==> config.mk <==
export PLATFORM = sky130hd
export DESIGN_NAME = loopFilter
export DESIGN_NICKNAME = d
export VERILOG_FILES = /design/src/design/lfRegPkg.sv /design/src/design/lfLoopPkg.sv /design/src/design/loopRegs.sv /design/src/design/loopCtrl.sv /design/src/design/loopGain.sv /design/src/design/loopIntegrator.sv /design/src/design/loopFilter.sv
export VERILOG_INCLUDE_DIRS = /design/src /design/src/include
export SDC_FILE = /design/constraint.sdc
export NUM_CORES = 2
export LEC_CHECK = 0
export ABC_AREA = 1
export BUFFER_PORTS_ARGS = -buffer_cell sky130_fd_sc_hd__buf_2
export CAP_MARGIN = 30
export CORE_AREA = 2 2 217 219
export DETAILED_ROUTE_END_ITERATION = 10
export DIE_AREA = 0 0 219 221
export PLACE_DENSITY = 0.84
export SLEW_MARGIN = 20
export SYNTH_ARGS = -nofsm -noshare
export SYNTH_HDL_FRONTEND = slang
export SYNTH_SLANG_ARGS = --single-unit
==> constraint.sdc <==
create_clock -name clk -period 6.1 [get_ports clk]
set_clock_uncertainty 0.1 [all_clocks]
set_input_delay 0.61 -clock clk [delete_from_list [all_inputs] [get_ports clk]]
set_output_delay 0.61 -clock clk [all_outputs]
set_load 0.02 [all_outputs]
==> src/include/loopFilter_consts.svh <==
`ifndef LOOPFILTER_CONSTS_SVH
`define LOOPFILTER_CONSTS_SVH

// Register address map, 12-bit byte addresses with exact-match decode.
`define LF_ADDR_W    12
`define LF_CONTROL   12'h000
`define LF_LEAD_LAG  12'h004
`define LF_LIMIT     12'h008
`define LF_LOOPDATA  12'h00C

// Datapath and bus widths.
`define LF_ERR_W     16
`define LF_WORD_W    32
`define LF_BYTES     4    // Byte lanes per bus word.

// Gain field widths.
`define LF_MAN_W     8
`define LF_EXP_W     5

`endif

==> src/design/lfRegPkg.sv <==
`include "loopFilter_consts.svh"

package lfRegPkg;

    // Control register, only the low three bits are stored.
    typedef struct packed {
        logic [`LF_WORD_W-4:0] pad;
        logic                  hold;         // Freezes integration.
        logic                  invertError;
        logic                  zeroError;
    } lfControl_t;

    // Lead and lag gains in mantissa/exponent form.
    typedef struct packed {
        logic [`LF_MAN_W-1:0] leadMan;
        logic [2:0]           pad2;
        logic [`LF_EXP_W-1:0] leadExp;
        logic [`LF_MAN_W-1:0] lagMan;
        logic [2:0]           pad0;
        logic [`LF_EXP_W-1:0] lagExp;
    } lfGains_t;

    // One bus word, decoded by address as control or gains.
    typedef union packed {
        logic [`LF_WORD_W-1:0] raw;
        lfControl_t            ctrl;
        lfGains_t              gains;
    } lfRegWord_u;

endpackage

==> src/design/lfLoopPkg.sv <==
`include "loopFilter_consts.svh"

package lfLoopPkg;

    // Conditioned error sample.
    typedef struct packed {
        logic                        valid;
        logic signed [`LF_ERR_W-1:0] value;
    } loopSample_t;

    // Output of a gain stage.
    typedef struct packed {
        logic                         valid;
        logic signed [`LF_WORD_W-1:0] value;
    } loopTerm_t;

    // Integrator preload request from the bus.
    typedef struct packed {
        logic [`LF_BYTES-1:0]  byteEn;
        logic [`LF_WORD_W-1:0] data;
    } loopLoad_t;

endpackage

==> src/design/loopRegs.sv <==
`include "loopFilter_consts.svh"

module loopRegs (
    input  logic                      clk,
    input  logic                      reset,
    input  logic [`LF_ADDR_W-1:0]     addr,
    input  logic [`LF_WORD_W-1:0]     dataIn,
    input  logic                      cs,
    input  logic [`LF_BYTES-1:0]      wr,
    output logic [`LF_WORD_W-1:0]     dataOut,
    input  logic [`LF_WORD_W-1:0]     integValue,
    output lfRegPkg::lfControl_t      control,
    output lfRegPkg::lfGains_t        gains,
    output logic [`LF_WORD_W-1:0]     limit,
    output lfLoopPkg::loopLoad_t      load
);
    import lfRegPkg::*;

    lfRegWord_u wrWord;
    lfRegWord_u rdWord;

    assign wrWord.raw = dataIn;

    always_ff @(posedge clk) begin
        if (reset) begin
            control <= '0;
            gains   <= '0;
            limit   <= '0;
        end else if (cs) begin
            case (addr)
                `LF_CONTROL: begin
                    if (wr[0]) begin
                        control.zeroError   <= wrWord.ctrl.zeroError;
                        control.invertError <= wrWord.ctrl.invertError;
                        control.hold        <= wrWord.ctrl.hold;
                    end
                end
                `LF_LEAD_LAG: begin
                    if (wr[0]) gains.lagExp  <= wrWord.gains.lagExp;
                    if (wr[1]) gains.lagMan  <= wrWord.gains.lagMan;
                    if (wr[2]) gains.leadExp <= wrWord.gains.leadExp;
                    if (wr[3]) gains.leadMan <= wrWord.gains.leadMan;
                end
                `LF_LIMIT: begin
                    for (int i = 0; i < `LF_BYTES; i++) begin
                        if (wr[i]) limit[8*i +: 8] <= dataIn[8*i +: 8];
                    end
                end
                default: ;  // Loop data goes to the integrator.
            endcase
        end
    end

    // Loop data writes become byte preloads of the integrator.
    always_comb begin
        load.data   = dataIn;
        load.byteEn = (cs && addr == `LF_LOOPDATA) ? wr : '0;
    end

    always_comb begin
        rdWord.raw = '0;
        if (cs) begin
            case (addr)
                `LF_CONTROL: begin
                    rdWord.ctrl.zeroError   = control.zeroError;
                    rdWord.ctrl.invertError = control.invertError;
                    rdWord.ctrl.hold        = control.hold;
                end
                `LF_LEAD_LAG: begin
                    rdWord.gains.lagExp  = gains.lagExp;
                    rdWord.gains.lagMan  = gains.lagMan;
                    rdWord.gains.leadExp = gains.leadExp;
                    rdWord.gains.leadMan = gains.leadMan;
                end
                `LF_LIMIT:    rdWord.raw = limit;
                `LF_LOOPDATA: rdWord.raw = integValue;  // Live integrator.
                default: ;
            endcase
        end
    end

    assign dataOut = rdWord.raw;

    addrKnownOnWrite: assert property (
        @(posedge clk) disable iff (reset)
        (cs && |wr) |-> !$isunknown(addr)
    );

endmodule

==> src/design/loopCtrl.sv <==
`include "loopFilter_consts.svh"

module loopCtrl (
    input  logic                        clk,
    input  logic                        reset,
    input  logic signed [`LF_ERR_W-1:0] error,
    input  logic                        errorValid,
    input  lfRegPkg::lfControl_t        control,
    output lfLoopPkg::loopSample_t      sample,
    output logic                        accumulateEn
);

    logic signed [`LF_ERR_W-1:0] condError;

    always_comb begin
        if (control.zeroError) begin
            condError = '0;
        end else if (control.invertError) begin
            condError = -error;  // Wraps for the most negative code.
        end else begin
            condError = error;
        end
    end

    always_ff @(posedge clk) begin
        sample.value <= condError;
    end

    // The hold bit is taken at the gain stage edge, so it stays with its terms.
    always_ff @(posedge clk) begin
        if (reset) begin
            sample.valid <= 1'b0;
            accumulateEn <= 1'b0;
        end else begin
            sample.valid <= errorValid;
            accumulateEn <= sample.valid && !control.hold;
        end
    end

endmodule

==> src/design/loopGain.sv <==
`include "loopFilter_consts.svh"

module loopGain (
    input  logic                   clk,
    input  logic                   reset,
    input  lfLoopPkg::loopSample_t sample,
    input  logic [`LF_MAN_W-1:0]   mantissa,
    input  logic [`LF_EXP_W-1:0]   exponent,
    output lfLoopPkg::loopTerm_t   term
);

    logic signed [`LF_ERR_W+`LF_MAN_W:0] product;
    logic signed [`LF_WORD_W-1:0]        scaled;

    always_comb begin
        product = sample.value * $signed({1'b0, mantissa});  // Mantissa is a magnitude.
        scaled  = `LF_WORD_W'(product) <<< exponent;          // Low word kept, wraps.
    end

    always_ff @(posedge clk) begin
        term.value <= scaled;
    end

    always_ff @(posedge clk) begin
        if (reset) begin
            term.valid <= 1'b0;
        end else begin
            term.valid <= sample.valid;
        end
    end

    validOneCycle: assert property (
        @(posedge clk) disable iff (reset)
        term.valid == $past(sample.valid)
    );

endmodule

==> src/design/loopIntegrator.sv <==
`include "loopFilter_consts.svh"

module loopIntegrator (
    input  logic                         clk,
    input  logic                         reset,
    input  lfLoopPkg::loopTerm_t         leadTerm,
    input  lfLoopPkg::loopTerm_t         lagTerm,
    input  logic                         accumulateEn,
    input  logic [`LF_WORD_W-1:0]        limit,
    input  lfLoopPkg::loopLoad_t         load,
    output logic [`LF_WORD_W-1:0]        integValue,
    output logic signed [`LF_WORD_W-1:0] loopOut,
    output logic                         outValid
);

    logic signed [`LF_WORD_W-1:0] integ;
    logic signed [`LF_WORD_W-1:0] accumValue;
    logic signed [`LF_WORD_W-1:0] nextInteg;
    logic signed [`LF_WORD_W:0]   sum;       // One guard bit for the clamp.
    logic signed [`LF_WORD_W:0]   posLimit;
    logic signed [`LF_WORD_W:0]   negLimit;
    logic signed [`LF_WORD_W:0]   integWide;

    always_comb begin
        posLimit   = {2'b00, limit[`LF_WORD_W-2:0]};
        negLimit   = -posLimit;
        sum        = {integ[`LF_WORD_W-1], integ} +
                     {lagTerm.value[`LF_WORD_W-1], lagTerm.value};
        accumValue = integ;
        if (accumulateEn) begin
            if (sum > posLimit) accumValue = posLimit[`LF_WORD_W-1:0];
            else if (sum < negLimit) accumValue = negLimit[`LF_WORD_W-1:0];
            else accumValue = sum[`LF_WORD_W-1:0];
        end
        nextInteg = accumValue;
        for (int i = 0; i < `LF_BYTES; i++) begin
            if (load.byteEn[i]) nextInteg[8*i +: 8] = load.data[8*i +: 8];  // Preload wins.
        end
    end

    always_ff @(posedge clk) begin
        if (reset) begin
            integ    <= '0;
            loopOut  <= '0;
            outValid <= 1'b0;
        end else begin
            integ    <= nextInteg;
            outValid <= leadTerm.valid;
            if (leadTerm.valid) loopOut <= leadTerm.value + nextInteg;  // Wraps at 32 bits.
        end
    end

    assign integValue = integ;
    assign integWide  = {integ[`LF_WORD_W-1], integ};

    integWithinLimit: assert property (
        @(posedge clk) disable iff (reset)
        (accumulateEn && load.byteEn == '0) |=>
            (integWide <= $past(posLimit)) && (integWide >= $past(negLimit))
    );

endmodule

==> src/design/loopFilter.sv <==
`include "loopFilter_consts.svh"

module loopFilter (
    input  logic                         clk,
    input  logic                         reset,
    input  logic [`LF_ADDR_W-1:0]        addr,
    input  logic [`LF_WORD_W-1:0]        dataIn,
    input  logic                         cs,
    input  logic [`LF_BYTES-1:0]         wr,
    output logic [`LF_WORD_W-1:0]        dataOut,
    input  logic signed [`LF_ERR_W-1:0]  error,
    input  logic                         errorValid,
    output logic signed [`LF_WORD_W-1:0] loopOut,
    output logic                         outValid
);
    import lfRegPkg::*;
    import lfLoopPkg::*;

    lfControl_t            control;
    lfGains_t              gains;
    logic [`LF_WORD_W-1:0] limit;
    logic [`LF_WORD_W-1:0] integValue;
    loopLoad_t             load;
    loopSample_t           sample;
    loopTerm_t             leadTerm;
    loopTerm_t             lagTerm;
    logic                  accumulateEn;

    loopRegs loopRegs_i (
        .clk(clk), .reset(reset), .addr(addr), .dataIn(dataIn), .cs(cs), .wr(wr),
        .dataOut(dataOut), .integValue(integValue), .control(control), .gains(gains),
        .limit(limit), .load(load)
    );

    loopCtrl loopCtrl_i (
        .clk(clk), .reset(reset), .error(error), .errorValid(errorValid),
        .control(control), .sample(sample), .accumulateEn(accumulateEn)
    );

    loopGain leadGain_i (
        .clk(clk), .reset(reset), .sample(sample), .mantissa(gains.leadMan),
        .exponent(gains.leadExp), .term(leadTerm)
    );

    loopGain lagGain_i (
        .clk(clk), .reset(reset), .sample(sample), .mantissa(gains.lagMan),
        .exponent(gains.lagExp), .term(lagTerm)
    );

    loopIntegrator loopIntegrator_i (
        .clk(clk), .reset(reset), .leadTerm(leadTerm), .lagTerm(lagTerm),
        .accumulateEn(accumulateEn), .limit(limit), .load(load),
        .integValue(integValue), .loopOut(loopOut), .outValid(outValid)
    );

endmodule

==> parameters.txt <==
Parameter                              Value

Setup path
  Delay contributed by the slowest stage of the critical path ... 0.32 ns
  Cell family contributing the most delay on the critical path ... simple AND/OR/NAND/NOR gates
  Endpoint of the worst-slack reg-to-reg timing path ... loopIntegrator_i.loopOut[24]
  Highest-delay cell along the critical path ... sky130_fd_sc_hd__dfxtp_1
  Critical Path AT ... 6.68 ns
  Worst R2R Path Depth ... 49
  Type of origin of the critical path ... flop
  Dominant cell type by count on the critical path ... sky130_fd_sc_hd__nand2_2
  Critical Path RT ... 6.49 ns
  Maximum fanout encountered on the critical timing path ... 7
  Register-to-Register Setup Slack ... -0.20 ns
  Startpoint of the worst register-to-register path ... loopRegs_i.limit[0]
  Endpoint class of the critical path ... flop
  WP buf/inv ... 9
  Kind of critical path ... flop to flop

Drt
  Total length of routed wires ... 95200 um
  Post-detailed-route via-to-cell ratio ... 5.72
  Antenna violation net count after detailed routing ... 0
  Number of search-and-repair iterations in the first detailed-routing pass ... 6
  Iteration-0 DRC count of the detailed router ... 3709
  Detailed-route wire length per cell ... 19.1 um
  DR vias ... 28500
  DRC errors left ... 0

Finish
  Most frequent standard cell in the layout excluding fill and tap cells ... sky130_fd_sc_hd__nand2_1
  Area growth from synthesis to layout ... 21.9%
  Share of layout cells above drive strength 1 ... 20.0%
  Commonest cells after routing, fill and taps aside ... sky130_fd_sc_hd__nand2_1 (823), sky130_fd_sc_hd__inv_1 (759), sky130_fd_sc_hd__buf_4 (391)
  Number of diodes ... 0
  Count of nets after finishing ... 4845
  Number of fillers in the final layout ... 3717

Synth
  Syn_area_per_cell ... 6.67 um^2
  Instance count of the mapped netlist ... 3956
  Flop and latch count out of synthesis ... 209
  Number of warnings issued by yosys ... 0
  EDFF count, synth ... 0
  Main synth FF type ... sky130_fd_sc_hd__dfxtp_1
  Post-synth ARST share ... 0%
  Seq/Total Area, Yosys ... 15.8%
  Number of distinct library cells after synthesis ... 64
  Synthesized netlist net count ... 4457
  Combined area of all synthesized cells ... 26400 um^2

STA
  Final setup margin ... -0.196 ns
  Max-slew violation count ... 0
  Final worst path period share ... 103%
  Final total negative setup slack ... -1.56 ns
  RSZ-0062 raised after global routing ... true
  Final Hold Violating Endpoints ... 0
  Fmax ... 159 MHz
  Fin crit period ... 6.30 ns
  Least-Margin Pin Slew ... 1.07 ns
  Max transition margin ... 27.9%
  Endpoints failing setup ... 16

Floorplanning
  Floorplan row count ... 79
  Overall die width ... 219 um
  Vert. Die Dim ... 221 um
  Std-Cell Core Area ... 46100 um^2
  Effective utilization at floorplan ... 57.3%
  Area of the die ... 48400 um^2
  Count of pins on the block boundary ... 133

Placed design
  Placer Congestion ... 1.03
  Port Buffers ... 132
  Detailed-placement wirelength estimate ... 73500 um

Hold path
  Min-Delay Startpoint ... error[12]
  Instance count along the most critical hold path ... 2
  End of the worst hold path ... loopCtrl_i.sample[12]
  Path category of the worst min-delay check ... primary input to flop

Clock tree
  Buffers from clock root to sink, at most ... 3
  Clock root buffer ... sky130_fd_sc_hd__clkbuf_16
  TritonCTS clock tree ... yes
  H-tree Lvls ... 1
  Clock Pin Slew Worst Setup and Hold Paths ... 0.08 ns
  Cts hold-fix bufs ... 0
  CTS buffer count ... 25
  Insertion delay of the later-clocked pin in the worst-skew pair ... 0.60 ns
  Clock net sink count ... 209

Power
  Leakage ... 18.0 nW
  Overall power ... 6.53 mW
  Worst vdd ir ... 284 uV
  PD cells ... 203 nW/um^2

Global route
  Total grt overflow ... 0
  Total global routing track utilization ... 38.2%
  Number of global-route vias before repair ... 27100
  Maximum number of pins on one net before global-route repair ... 68
  Initial antenna violation count ... 0
  Wire length of the first global-routing pass ... 145000 um

Status
  Status ... complete, but fails checks
  Violations in the final reports ... setup timing

Job
  Number of max-cap violations ... 0
## worst max-delay path by stage
stage | end | start | depth (start not counted)
after floorplan | loopIntegrator_i.loopOut[26] | loopIntegrator_i.integValue[2] | 48
after global placement | loopIntegrator_i.loopOut[24] | loopIntegrator_i.integValue[2] | 52
after detailed placement | loopIntegrator_i.loopOut[22] | loopIntegrator_i.integValue[2] | 52
after CTS | loopIntegrator_i.loopOut[29] | loopIntegrator_i.integValue[2] | 42
after global routing | loopIntegrator_i.loopOut[31] | loopRegs_i.limit[0] | 46
final | loopIntegrator_i.loopOut[24] | loopRegs_i.limit[0] | 49
## what timing repair did
item,CTS,global route
pin swaps,32,57
setup endpoints to repair,21,51
buffers inserted,30,14
gates resized for setup,84,184
## cell families after synthesis
logic type	count (synthesis)	share of synthesized area [%]
AND/OR/NAND/NOR	1471	23.6
buffers and inverters	973	14.1
AO/OA/AOI/OAI	740	15.6
adder cells (fa/ha/maj)	433	26.4
flip-flops	209	15.8
XOR/XNOR	113	3.78
multiplexers	17	0.645
## layer usage
metal | global-route usage [%] | vias to the layer above | share of wire [%]
met1 | 51.5 | 13200 | 39
met3 | 5.86 | 332 | 11
met4 | 19.2 | 0 | 6.3
li1 | - | 13200 | -
met5 | 0 | - | 0
met2 | 59.4 | 1706 | 44
## synthesized netlist by cell type, types with 40 or more instances
cell type / number / area [um^2]
sky130_fd_sc_hd__ha_1: 227 / 2840
sky130_fd_sc_hd__nand2_1: 852 / 3200
sky130_fd_sc_hd__o21ai_0: 297 / 1490
sky130_fd_sc_hd__nor2_1: 260 / 976
sky130_fd_sc_hd__dfxtp_1: 209 / 4180
sky130_fd_sc_hd__nand3_1: 208 / 1040
sky130_fd_sc_hd__xor2_1: 74 / 648
sky130_fd_sc_hd__nor3_1: 40 / 200
sky130_fd_sc_hd__inv_1: 760 / 2850
sky130_fd_sc_hd__clkbuf_1: 136 / 510
sky130_fd_sc_hd__a21oi_1: 249 / 1250
sky130_fd_sc_hd__fa_1: 206 / 4120
## where the power goes
part / total, mW / internal, mW / leakage [nW] / switching (mW)
clock network: 1.60 / 0.880 / 0.417 / 0.722
registers: 1.47 / 1.41 / 1.70 / 0.0577
logic: 3.45 / 1.44 / 15.9 / 2.02
total: 6.53 / 3.73 / 18.0 / 2.80
## registers in the layout (all words and copies together) (netlist names)
register	cells
leadGain_i.term	33
lagGain_i.term	32
loopIntegrator_i.integValue	32
loopIntegrator_i.loopOut	32
loopRegs_i.limit	32
loopRegs_i.gains	26
loopCtrl_i.sample	17
loopRegs_i.control	3
loopCtrl_i.accumulateEn	1
loopIntegrator_i.outValid	1
## cell type report
class	count	area [um^2]	share of cell area [%]
Clock buffer	28	657	2.04
Clock inverter	18	189	0.587
Inverter	796	2990	9.30
Multi-Input combinational cell	2774	19600	60.8
Sequential cell	209	4200	13.1
Tap cell	607	759	2.36
Timing Repair Buffer	538	3820	11.9
## through the flow
stage                     setup WS (ns)  hold slack [ns]  cell area [um^2]  util [%]  instances
final                            -0.196            0.139             32200      69.9       4970
after global routing             -0.714            0.154             32200      69.9       4970
after CTS                       -0.0113            0.137             31200      67.7       4954
after detailed placement         -0.556            0.308             29800      64.8       4878
after global placement           -0.401            0.313             29800      64.7       4877
after floorplan                0.000723            0.298             26400         -       3956
(Power assumes the default switching activity.)
